**src/uart_cfg.svh**
```systemverilog
`ifndef UART_CFG_SVH
`define UART_CFG_SVH

// system clock in Hz, 40 ns period
`define UART_CLOCK_FREQ 25_000_000

// bit rate, 16 clocks per bit at the clock above
`define UART_BAUD_RATE 1_562_500

// entries per FIFO, power of two only
`define UART_FIFO_DEPTH 4

// register map on the 2-bit word address
`define UART_ADDR_DATA 2'd0
`define UART_ADDR_STATUS 2'd1

// reads of an unmapped address return zero
`define UART_READ_NONE 8'h00

`endif

```
**src/uart_pkg.sv**
```systemverilog
`default_nettype none

package uart_pkg;

  // one character as it leaves the receiver
  typedef struct packed {
    logic [7:0] data;
    // stop bit was sampled low
    logic       frame_err;
  } rx_char_t;

  // status register bit positions
  localparam int STATUS_TX_EMPTY = 0;
  localparam int STATUS_TX_FULL = 1;
  localparam int STATUS_RX_EMPTY = 2;
  localparam int STATUS_RX_FULL = 3;
  // sticky bits, cleared by writing a one
  localparam int STATUS_FRAME_ERR = 4;
  localparam int STATUS_OVERRUN = 5;

endpackage

`default_nettype wire

```
**src/uart_fifo.sv**
```systemverilog
`timescale 1ns/10ps
`default_nettype none

`include "uart_cfg.svh"

module uart_fifo #(
  parameter type payload_t = logic [7:0],
  parameter int  DEPTH     = `UART_FIFO_DEPTH
) (
  input  logic     clk,
  input  logic     reset,
  input  logic     push,
  input  payload_t push_data,
  input  logic     pop,
  output payload_t head,
  output logic     full,
  output logic     empty
);
  localparam int ADDR_WIDTH = $clog2(DEPTH);

  // payload storage indexed by the low pointer bits
  payload_t mem [DEPTH];

  // one extra wrap bit tells full from empty
  logic [ADDR_WIDTH:0] wr_ptr;
  logic [ADDR_WIDTH:0] rd_ptr;
  logic                do_push;
  logic                do_pop;

  // a push when full or a pop when empty is dropped
  assign do_push = push && !full;
  assign do_pop = pop && !empty;

  assign empty = wr_ptr == rd_ptr;
  assign full = (wr_ptr[ADDR_WIDTH] != rd_ptr[ADDR_WIDTH]) &&
                (wr_ptr[ADDR_WIDTH-1:0] == rd_ptr[ADDR_WIDTH-1:0]);

  // head is read straight from the array
  assign head = mem[rd_ptr[ADDR_WIDTH-1:0]];

  always_ff @(posedge clk) begin
    if (do_push) begin
      mem[wr_ptr[ADDR_WIDTH-1:0]] <= push_data;
    end
  end

  always_ff @(posedge clk) begin
    if (reset) begin
      wr_ptr <= '0;
      rd_ptr <= '0;
    end else begin
      if (do_push) begin
        wr_ptr <= wr_ptr + 1'b1;
      end
      if (do_pop) begin
        rd_ptr <= rd_ptr + 1'b1;
      end
    end
  end

endmodule

`default_nettype wire

```
**src/uart_tx.sv**
```systemverilog
`timescale 1ns/10ps
`default_nettype none

`include "uart_cfg.svh"

// 8 data bits, no parity, one stop bit, lsb first
module uart_tx (
  input  logic       clk,
  input  logic       reset,
  input  logic [7:0] data,
  input  logic       tx_en,
  output logic       tx_ready,
  output logic       tx
);
  localparam int CLOCKS_PER_BIT = `UART_CLOCK_FREQ / `UART_BAUD_RATE;
  localparam int CLK_COUNT_WIDTH = $clog2(CLOCKS_PER_BIT);

  localparam logic [CLK_COUNT_WIDTH-1:0] CLK_COUNT_MAX =
    CLK_COUNT_WIDTH'(CLOCKS_PER_BIT - 1);
  localparam logic [2:0] BIT_INDEX_MAX = 3'd7;

  typedef enum logic [1:0] {
    IDLE,
    START,
    DATA,
    STOP
  } state_t;

  state_t                     state;
  logic [CLK_COUNT_WIDTH-1:0] clk_count;
  logic [2:0]                 bit_index;
  // shifts right as bits go out
  logic [7:0]                 data_buffer;

  always_ff @(posedge clk) begin
    if (reset) begin
      state     <= IDLE;
      clk_count <= '0;
      bit_index <= '0;
      tx_ready  <= 1'b1;
      tx        <= 1'b1;
    end else begin
      case (state)
        IDLE: begin
          clk_count <= '0;
          bit_index <= '0;
          // start bit goes on the line at the accepting edge
          if (tx_en) begin
            data_buffer <= data;
            tx_ready    <= 1'b0;
            tx          <= 1'b0;
            state       <= START;
          end
        end

        START: begin
          if (clk_count < CLK_COUNT_MAX) begin
            clk_count <= clk_count + 1'b1;
          end else begin
            clk_count   <= '0;
            tx          <= data_buffer[0];
            data_buffer <= {1'b0, data_buffer[7:1]};
            state       <= DATA;
          end
        end

        DATA: begin
          if (clk_count < CLK_COUNT_MAX) begin
            clk_count <= clk_count + 1'b1;
          end else begin
            clk_count <= '0;
            if (bit_index < BIT_INDEX_MAX) begin
              bit_index   <= bit_index + 1'b1;
              tx          <= data_buffer[0];
              data_buffer <= {1'b0, data_buffer[7:1]};
            end else begin
              // last data bit done, drive the stop bit
              bit_index <= '0;
              tx        <= 1'b1;
              state     <= STOP;
            end
          end
        end

        STOP: begin
          if (clk_count < CLK_COUNT_MAX) begin
            clk_count <= clk_count + 1'b1;
          end else begin
            clk_count <= '0;
            tx_ready  <= 1'b1;
            state     <= IDLE;
          end
        end

        default: state <= IDLE;
      endcase
    end
  end

endmodule

`default_nettype wire

```
**src/uart_rx.sv**
```systemverilog
`timescale 1ns/10ps
`default_nettype none

`include "uart_cfg.svh"

module uart_rx (
  input  logic               clk,
  input  logic               reset,
  input  logic               rx,
  output logic               rx_valid,
  output uart_pkg::rx_char_t rx_char
);
  localparam int CLOCKS_PER_BIT = `UART_CLOCK_FREQ / `UART_BAUD_RATE;
  localparam int CLK_COUNT_WIDTH = $clog2(CLOCKS_PER_BIT);

  localparam logic [CLK_COUNT_WIDTH-1:0] CLK_COUNT_MAX =
    CLK_COUNT_WIDTH'(CLOCKS_PER_BIT - 1);
  localparam logic [CLK_COUNT_WIDTH-1:0] CLK_COUNT_HALF =
    CLK_COUNT_WIDTH'(CLOCKS_PER_BIT / 2 - 1);
  localparam logic [2:0] BIT_INDEX_MAX = 3'd7;

  typedef enum logic [1:0] {
    IDLE,
    START,
    DATA,
    STOP
  } state_t;

  // two-flop synchronizer, then one more for edge detect
  logic                       rx_meta;
  logic                       rx_sync;
  logic                       rx_last;
  state_t                     state;
  logic [CLK_COUNT_WIDTH-1:0] clk_count;
  logic [2:0]                 bit_index;
  logic [7:0]                 shift_reg;

  always_ff @(posedge clk) begin
    if (reset) begin
      rx_meta <= 1'b1;
      rx_sync <= 1'b1;
      rx_last <= 1'b1;
    end else begin
      rx_meta <= rx;
      rx_sync <= rx_meta;
      rx_last <= rx_sync;
    end
  end

  always_ff @(posedge clk) begin
    if (reset) begin
      state     <= IDLE;
      clk_count <= '0;
      bit_index <= '0;
      rx_valid  <= 1'b0;
    end else begin
      rx_valid <= 1'b0;
      case (state)
        IDLE: begin
          clk_count <= '0;
          bit_index <= '0;
          // wait for a falling edge, so a low stop bit does not restart
          if (!rx_sync && rx_last) begin
            state <= START;
          end
        end

        START: begin
          // half a bit to the start midpoint
          if (clk_count < CLK_COUNT_HALF) begin
            clk_count <= clk_count + 1'b1;
          end else begin
            clk_count <= '0;
            // high again at midpoint means a glitch
            state <= rx_sync ? IDLE : DATA;
          end
        end

        DATA: begin
          if (clk_count < CLK_COUNT_MAX) begin
            clk_count <= clk_count + 1'b1;
          end else begin
            clk_count <= '0;
            shift_reg <= {rx_sync, shift_reg[7:1]};
            if (bit_index < BIT_INDEX_MAX) begin
              bit_index <= bit_index + 1'b1;
            end else begin
              bit_index <= '0;
              state     <= STOP;
            end
          end
        end

        STOP: begin
          if (clk_count < CLK_COUNT_MAX) begin
            clk_count <= clk_count + 1'b1;
          end else begin
            // deliver even when badly framed
            clk_count         <= '0;
            rx_char.data      <= shift_reg;
            rx_char.frame_err <= !rx_sync;
            rx_valid          <= 1'b1;
            state             <= IDLE;
          end
        end

        default: state <= IDLE;
      endcase
    end
  end

endmodule

`default_nettype wire

```
**src/uart_wb_regs.sv**
```systemverilog
`timescale 1ns/10ps
`default_nettype none

`include "uart_cfg.svh"

module uart_wb_regs (
  input  logic               clk,
  input  logic               reset,
  input  logic               wb_cyc,
  input  logic               wb_stb,
  input  logic               wb_we,
  input  logic [1:0]         wb_adr,
  input  logic [7:0]         wb_dat_w,
  output logic [7:0]         wb_dat_r,
  output logic               wb_ack,
  output logic               tx_push,
  output logic [7:0]         tx_push_data,
  input  logic               tx_full,
  input  logic               tx_empty,
  output logic               rx_pop,
  input  uart_pkg::rx_char_t rx_head,
  input  logic               rx_empty,
  input  logic               rx_full,
  input  logic               rx_valid
);
  import uart_pkg::*;

  logic       req;
  logic       sel_data;
  logic       sel_status;
  logic       clr_frame_err;
  logic       clr_overrun;
  logic       frame_err;
  logic       overrun;
  logic [7:0] status;

  // first cycle of a transfer, the one that sets ack
  assign req = wb_cyc && wb_stb && !wb_ack;

  assign sel_data = wb_adr == `UART_ADDR_DATA;
  assign sel_status = wb_adr == `UART_ADDR_STATUS;

  // strobes only in the request cycle so each transfer acts once
  assign tx_push = req && wb_we && sel_data;
  assign tx_push_data = wb_dat_w;
  assign rx_pop = req && !wb_we && sel_data && !rx_empty;

  assign clr_frame_err = req && wb_we && sel_status && wb_dat_w[STATUS_FRAME_ERR];
  assign clr_overrun = req && wb_we && sel_status && wb_dat_w[STATUS_OVERRUN];

  always_comb begin
    status = '0;
    status[STATUS_TX_EMPTY] = tx_empty;
    status[STATUS_TX_FULL] = tx_full;
    status[STATUS_RX_EMPTY] = rx_empty;
    status[STATUS_RX_FULL] = rx_full;
    status[STATUS_FRAME_ERR] = frame_err;
    status[STATUS_OVERRUN] = overrun;
  end

  // one-cycle ack, never back to back
  always_ff @(posedge clk) begin
    if (reset) begin
      wb_ack <= 1'b0;
    end else begin
      wb_ack <= req;
    end
  end

  // read data captured with the head before the pop lands
  always_ff @(posedge clk) begin
    if (req && !wb_we) begin
      if (sel_data) begin
        wb_dat_r <= rx_empty ? 8'h00 : rx_head.data;
      end else if (sel_status) begin
        wb_dat_r <= status;
      end else begin
        wb_dat_r <= `UART_READ_NONE;
      end
    end
  end

  // sticky errors, a new event wins over a clear
  always_ff @(posedge clk) begin
    if (reset) begin
      frame_err <= 1'b0;
      overrun   <= 1'b0;
    end else begin
      if (rx_pop && rx_head.frame_err) begin
        frame_err <= 1'b1;
      end else if (clr_frame_err) begin
        frame_err <= 1'b0;
      end
      // character arriving at a full FIFO is lost
      if (rx_valid && rx_full) begin
        overrun <= 1'b1;
      end else if (clr_overrun) begin
        overrun <= 1'b0;
      end
    end
  end

endmodule

`default_nettype wire

```
**src/uart_top.sv**
```systemverilog
`timescale 1ns/10ps
`default_nettype none

module uart_top (
  input  logic       clk,
  input  logic       reset,
  input  logic       wb_cyc,
  input  logic       wb_stb,
  input  logic       wb_we,
  input  logic [1:0] wb_adr,
  input  logic [7:0] wb_dat_w,
  output logic [7:0] wb_dat_r,
  output logic       wb_ack,
  input  logic       rx,
  output logic       tx
);
  import uart_pkg::*;

  logic       tx_push;
  logic [7:0] tx_push_data;
  logic [7:0] tx_head;
  logic       tx_full;
  logic       tx_empty;
  logic       tx_ready;
  logic       tx_en;
  logic       rx_valid;
  rx_char_t   rx_char;
  rx_char_t   rx_head;
  logic       rx_pop;
  logic       rx_full;
  logic       rx_empty;

  // pop into the transmitter only in its idle cycle
  assign tx_en = !tx_empty && tx_ready;

  uart_wb_regs u_wb_regs (
    .clk(clk), .reset(reset),
    .wb_cyc(wb_cyc), .wb_stb(wb_stb), .wb_we(wb_we), .wb_adr(wb_adr),
    .wb_dat_w(wb_dat_w), .wb_dat_r(wb_dat_r), .wb_ack(wb_ack),
    .tx_push(tx_push), .tx_push_data(tx_push_data),
    .tx_full(tx_full), .tx_empty(tx_empty),
    .rx_pop(rx_pop), .rx_head(rx_head), .rx_empty(rx_empty),
    .rx_full(rx_full), .rx_valid(rx_valid)
  );

  uart_fifo #(.payload_t(logic [7:0])) u_tx_fifo (
    .clk(clk), .reset(reset),
    .push(tx_push), .push_data(tx_push_data),
    .pop(tx_en), .head(tx_head), .full(tx_full), .empty(tx_empty)
  );

  uart_tx u_tx (
    .clk(clk), .reset(reset),
    .data(tx_head), .tx_en(tx_en), .tx_ready(tx_ready), .tx(tx)
  );

  // receiver writes straight into its FIFO
  uart_rx u_rx (
    .clk(clk), .reset(reset),
    .rx(rx), .rx_valid(rx_valid), .rx_char(rx_char)
  );

  uart_fifo #(.payload_t(rx_char_t)) u_rx_fifo (
    .clk(clk), .reset(reset),
    .push(rx_valid), .push_data(rx_char),
    .pop(rx_pop), .head(rx_head), .full(rx_full), .empty(rx_empty)
  );

endmodule

`default_nettype wire

```
**config.mk**
```make
export PLATFORM = sky130hd
export DESIGN_NAME = uart_top
export DESIGN_NICKNAME = d
export VERILOG_FILES = /design/src/uart_pkg.sv /design/src/uart_fifo.sv /design/src/uart_tx.sv /design/src/uart_rx.sv /design/src/uart_wb_regs.sv /design/src/uart_top.sv
export VERILOG_INCLUDE_DIRS = /design/src
export SDC_FILE = /design/constraint.sdc
export NUM_CORES = 1
export LEC_CHECK = 0
export ABC_AREA = 0
export BUFFER_PORTS_ARGS = -buffer_cell sky130_fd_sc_hd__buf_2
export CAP_MARGIN = 20
export CORE_MARGIN = 2
export CORE_UTILIZATION = 40
export CTS_CLUSTER_DIAMETER = 200
export DETAILED_ROUTE_END_ITERATION = 7
export PLACE_DENSITY = 0.56
export SYNTH_ARGS = -nofsm -noshare
export SYNTH_HDL_FRONTEND = slang
export SYNTH_SLANG_ARGS = --single-unit
```
**constraint.sdc**
```tcl
create_clock -name clk -period 6 [get_ports clk]
set_clock_uncertainty 0.05 [all_clocks]
set_input_delay 0.6 -clock clk [delete_from_list [all_inputs] [get_ports clk]]
set_output_delay 0.6 -clock clk [all_outputs]
set_load 0.01 [all_outputs]
```
==> impl_metrics.yaml, run 1 <==
yosys:
  synthDistinctLibCells: 55
  synth_edf_count: 101
  ys_async_sr_fraction_pct: 0
  yosysWarnings: 0
  syn_nets: 430
  syn-cell-area_um2: 5870
  synth_flop_cell: "edfxtp_1"
  avgSynthCellArea_um2: 14.9
  ys_seq_elements: 144
  seq_area_frac_synth_pct: 66.4
  postSynthCellCount: 394
worst_setup_path:
  worst_ep_required_time_ps: 6060
  end_kind: "flip-flop"
  cp-startpoint: "u_tx.clk_count[0]"
  critPathLaunchType: "flip-flop"
  cp.arrival_ps: 2380
  r2r_slack_ps: 3670
  worstSetupPathType: "reg -> reg"
  critPathMaxFanout: 11
  reg2reg_from: "u_tx.clk_count[0]"
routing:
  route.detailed.wl_per_inst_um: 16.4
  via_count: 3234
  wl_um: 10200
  drc: 0
  viasPerCell: 5.19
  firstDrtPassIters: 5
  ant_nets: 0
  drt_iter0_drc: 285
timing:
  tns_ps: 0
  period_share_pct: 38.8
  min_period_ps: 2330
  setup_violations: 0
  relSlewSlack_pct: 48.2
  fmax_mhz: 430
  worstMarginPinSlew_ps: 777
  worst_slack_ps: 3670
  slew_viol_final: 0
  hold_viol: 0
  grt_setup_unrepaired: "no"
pwr:
  irDropWorstVdd_uv: 190
  leakagePower_uw: 0.00241
  powerDensity_nw_per_um2: 366
layout:
  drive_above_1_share_pct: 21.0
  seqCellArea_um2: 3890
  nFillCells: 1272
  fin_nets: 462
  area_delta_synth_final_pct: 15.3
  largest_reg_flops: 36
  diodes: 0
  multi_input_area_um2: 1860
  final_util_pct: 46.9
clocking:
  clock_path_buffers: 2
  cts_resized: 0
  clock-sinks: 144
  clk_latency_ps: 420
  ctsHoldBuffers: 0
  cts_buffers: 17
  path_clk_slew_ps: 60
  tritoncts: "built"
  cts_setup_buffers: 0
  htree_num_levels: 4
  root_buffer: "clkbuf_16"
placement:
  pre_cts_ws_ps: 3420
  io_buffers: 25
  dpl.hpwl_um: 6880
  gp_congestion: 0.748
floorplan:
  rows: 44
  dieArea_um2: 15700
  io-pin-count: 26
  fp.dieW_um: 125
  start_util_pct: 40.7
  die_y_um: 125
  core_area_um2: 14400
global_route:
  grt_usage_pct: 13.9
  grt_pass1_vias: 3265
  antenna_found_initial: 0
  grt.overflow.total: 0
  grt_pass1_wl_um: 16800
  grt_max_degree: 42
min_path:
  hp-class: "in -> reg"
  hold_start: "rx"
status:
  outcome: "finished clean"
run:
  drv_cap: 0
worst max-delay path, stage by stage, from the launching register on:
cell and delay (ps):
dfxtp_1 360, ha_1 200, and3_1 400, nor2_1 120, a211o_1 300, a211oi_1 320, buf_2 280
per-stage QoR:
| step | total power [uW] | hold slack (ps) | cells | area, um^2 |
|---|---|---|---|---|
| 6_report | 2480 | 312 | 623 | 6770 |
| 5_1_grt | 2580 | 299 | 623 | 6770 |
| 4_1_cts | 2500 | 300 | 621 | 6760 |
| 3_5_place_dp | 1450 | 342 | 589 | 6160 |
| 3_3_place_gp | 1440 | 342 | 588 | 6160 |
| 2_1_floorplan | 1380 | 339 | 394 | 5870 |
synth_stat cells, types with 6 or more instances:
master / n / area [um^2]
edfxtp_1: 101 / 3030
dfxtp_1: 43 / 861
nor2_1: 23 / 86.3
a21oi_1: 21 / 105
ha_1: 20 / 250
mux4_2: 17 / 383
inv_1: 13 / 48.8
nand2_1: 13 / 48.8
nand3_1: 11 / 55.1
clkbuf_1: 10 / 37.5
xor2_1: 9 / 78.8
mux2_2: 8 / 90.1
nor3_1: 8 / 40.0
o21ai_0: 7 / 35.0
nor2b_1: 6 / 37.5
power breakdown:
group,total (uW),internal [uW],switching (uW)
Combinational,267,130,138
Clock,1050,650,401
Sequential,1160,1110,44.2
area by class of cell:
class,instances,area share [%]
inverter,13,0.721
timing repair buffer,28,2.07
clock buffer,17,6.29
clock inverter,15,2.44
multi-input combinational,222,27.5
sequential,144,57.6
tap,184,3.40
cell families (layout without fill, tap and decap cells):
logic type	after synthesis	in the layout	synth area share, %
simple gates	100	100	9.42
mux	31	31	9.17
buf+inv	28	73	1.92
compound gates	56	56	6.38
fa+ha+maj	20	20	4.26
xor+xnor	15	15	2.49
flops	144	144	66.4
per-layer routing:
layer  track usage, %  up-vias  wire, um
met2             20.8       56      4650
met3             4.66        8       421
met1             18.7     1604      5030
met4             5.75        0        93
met5                0        -         0
li1                 -     1566         -
cells in the final DEF (no fill, tap or decap), types with 4 or more instances in the layout:
master / n
o21ai_0: 7
and3_1: 5
nor3_1: 8
or3b_1: 5
inv_1: 13
mux2_2: 8
nand2_1: 13
dfxtp_1: 43
nor2b_1: 6
ha_1: 20
nand3_1: 11
mux2i_1: 5
nor2_1: 23
xor2_1: 9
clkbuf_16: 17
buf_2: 28
clkinv_1: 4
and2_1: 5
mux4_2: 17
xnor2_1: 4
a21oi_1: 21
edfxtp_1: 101
or2_2: 5
path summary, 6_finish.rpt:
path / end / cells past startpoint
worst max-delay path: u_tx.data_buffer[7] / 6
worst min-delay path: u_rx.rx_meta / 2
worst max register to register: u_tx.data_buffer[7] / 6
worst min register to register: u_rx.rx_sync / 1
Note: power is estimated with default switching activity, not from simulation.
==> inputs of run 2 (changes only) <==
- clock period: 6 -> 2.2 ns (I/O delays scaled with it)
==> impl_metrics.yaml, run 2 (synthesis gave the netlist of run 1 again) <==
routing:
  drt_iter0_drc: 193
  wl_um: 10300
  drc: 0
  ant_nets: 0
  via_count: 3310
  firstDrtPassIters: 4
  route.detailed.wl_per_inst_um: 16.0
  viasPerCell: 5.12
layout:
  final_cell_mix: "101 x edfxtp_1, 43 x dfxtp_1, 25 x buf_2, 23 x nor2_1, 21 x a21oi_1"
  seqCellArea_um2: 3890
  nFillCells: 1218
  largest_reg_flops: 36
  area_delta_synth_final_pct: 19.1
  drive_above_1_share_pct: 23.3
  multi_input_area_um2: 1870
  fin_nets: 486
  diodes: 0
  final_common_cell: "edfxtp_1"
clocking:
  tritoncts: "built"
  clock-sinks: 144
  clk_latency_ps: 420
  path_clk_slew_ps: 60
  cts_setup_buffers: 0
  cts_buffers: 17
  clock_path_buffers: 2
  htree_num_levels: 4
  root_buffer: "clkbuf_16"
placement:
  gp_congestion: 0.803
  io_buffers: 25
  pre_cts_ws_ps: 264
  dpl.hpwl_um: 7090
timing:
  min_period_ps: 1960
  slew_viol_final: 0
  worstMarginPinSlew_ps: 632
  worst_slack_ps: 239
  hold_viol: 0
  setup_violations: 0
  fmax_mhz: 510
  period_share_pct: 89.1
  tns_ps: 0
  relSlewSlack_pct: 57.3
  grt_setup_unrepaired: "no"
worst_setup_path:
  cp.arrival_ps: 2030
  worstSetupPathType: "reg -> reg"
  critPathLaunchType: "flip-flop"
  slowest_stage: "dfxtp_1"
  critPathMaxFanout: 8
  r2r-end: "u_tx.data_buffer[1]"
  cpMostUsedCell: "nor2_1"
  reg2reg_from: "u_tx.state[0]"
  max_stage_delay_ps: 410
  worst_ep_required_time_ps: 2270
  end_kind: "flip-flop"
  reg2regPathDepth: 7
  cp_cell_sequence: "inv_1 > ha_1 > nor2_1 > nor2_1 > a211o_1 > a211oi_2 > buf_4"
  r2r_slack_ps: 240
global_route:
  grt_pass1_wl_um: 17000
  antenna_found_initial: 0
  grt.overflow.total: 0
  grt_usage_pct: 14.3
  grt_pass1_vias: 3406
  grt_max_degree: 29
pwr:
  sequentialPowerShare_pct: 45.6
  internal-power_uw: 5300
  irDropWorstVdd_uv: 531
  p_clk_share_pct: 42.2
  powerDensity_nw_per_um2: 980
  p_sw_share_pct: 22.7
  p_switching_uw: 1560
  leakagePower_uw: 0.00253
  power_frac_comb_pct: 12.3
floorplan:
  dieArea_um2: 15700
  die_y_um: 125
  core_area_um2: 14400
  start_util_pct: 40.7
  fp.dieW_um: 125
  io-pin-count: 26
  rows: 44
min_path:
  hold_end: "u_wb_regs.wb_ack"
  min_path_cells: 3
  hold_start: "wb_stb"
  hp-class: "in -> reg"
run:
  drv_cap: 0
status:
  outcome: "finished clean"
==> run 2: cell count changes in the layout (fill, tap and decap cells not counted), sizes merged <==
cell / before / now
clkbuf: 17 / 23
buf: 28 / 43
clkinvlp: 2 / 1
inv: 16 / 14
clkinv: 7 / 4
dlygate4sd3: 0 / 9
==> run 2: repair_timing <==
item | CTS | global route
hold buffers | 9 | 0
endpoints found under the hold margin | 33 | 0
gates resized for setup | 0 | 0
==> run 2: critical path, delay by kind of cell (launching register included) <==
family / cells / cell delay, ps
AO/OA/AOI/OAI: 2 / 510
adder cells (fa/ha/maj): 1 / 220
buffers and inverters: 2 / 310
flip-flops: 1 / 410
AND/OR/NAND/NOR: 2 / 160
==> run 2: worst max path at each step <==
stage / to / cells after the start / from
floorplan: u_tx.data_buffer[0] / 7 / u_tx.state[0]
global placement: u_tx.data_buffer[3] / 7 / u_tx.state[0]
detailed placement: u_tx.data_buffer[3] / 7 / u_tx.state[0]
CTS: u_tx.data_buffer[1] / 7 / u_tx.state[0]
global route: u_tx.data_buffer[1] / 7 / u_tx.state[1]
finish: u_tx.data_buffer[1] / 7 / u_tx.state[0]
==> run 2: routing by layer <==
metal  share of wire, %  GRT usage (%)  up-vias  wire length (um)
met3                3.7           4.79       23               383
met2                 47           22.6       52              4830
li1                   -              -     1611                 -
met1                 48           17.9     1624              4920
met5                  0              0        -                 0
met4                1.9           6.73        0               201
==> run 2: per-stage QoR <==
| stage | hold WS [ps] | util, % | instance area (um^2) | cells | total power [uW] |
|---|---|---|---|---|---|
| after global routing | 33.4 | 48.5 | 6990 | 647 | 7150 |
| after floorplan | 269 | - | 5870 | 394 | 3760 |
| final | 26.5 | 48.5 | 6990 | 647 | 6850 |
| after detailed placement | 344 | 43.7 | 6300 | 606 | 4020 |
| after CTS | 4.49 | 48.5 | 6990 | 647 | 6930 |
| after global placement | 344 | 43.7 | 6300 | 606 | 4000 |
==> run 2: final cells by class <==
type | instances | area share (%)
sequential | 144 | 55.7
multi-input combinational | 222 | 26.7
clock buffer | 23 | 6.69
timing repair buffer | 52 | 5.01
tap | 184 | 3.29
clock inverter | 9 | 1.91
inverter | 13 | 0.698
==> run 2: power groups by stage <==
stage	registers [uW]	clock network, uW	logic [uW]
floorplan	3150	0	604
global placement	3170	0	825
detailed placement	3180	0	835
CTS	3120	2960	853
global route	3140	3070	938
finish	3120	2890	841
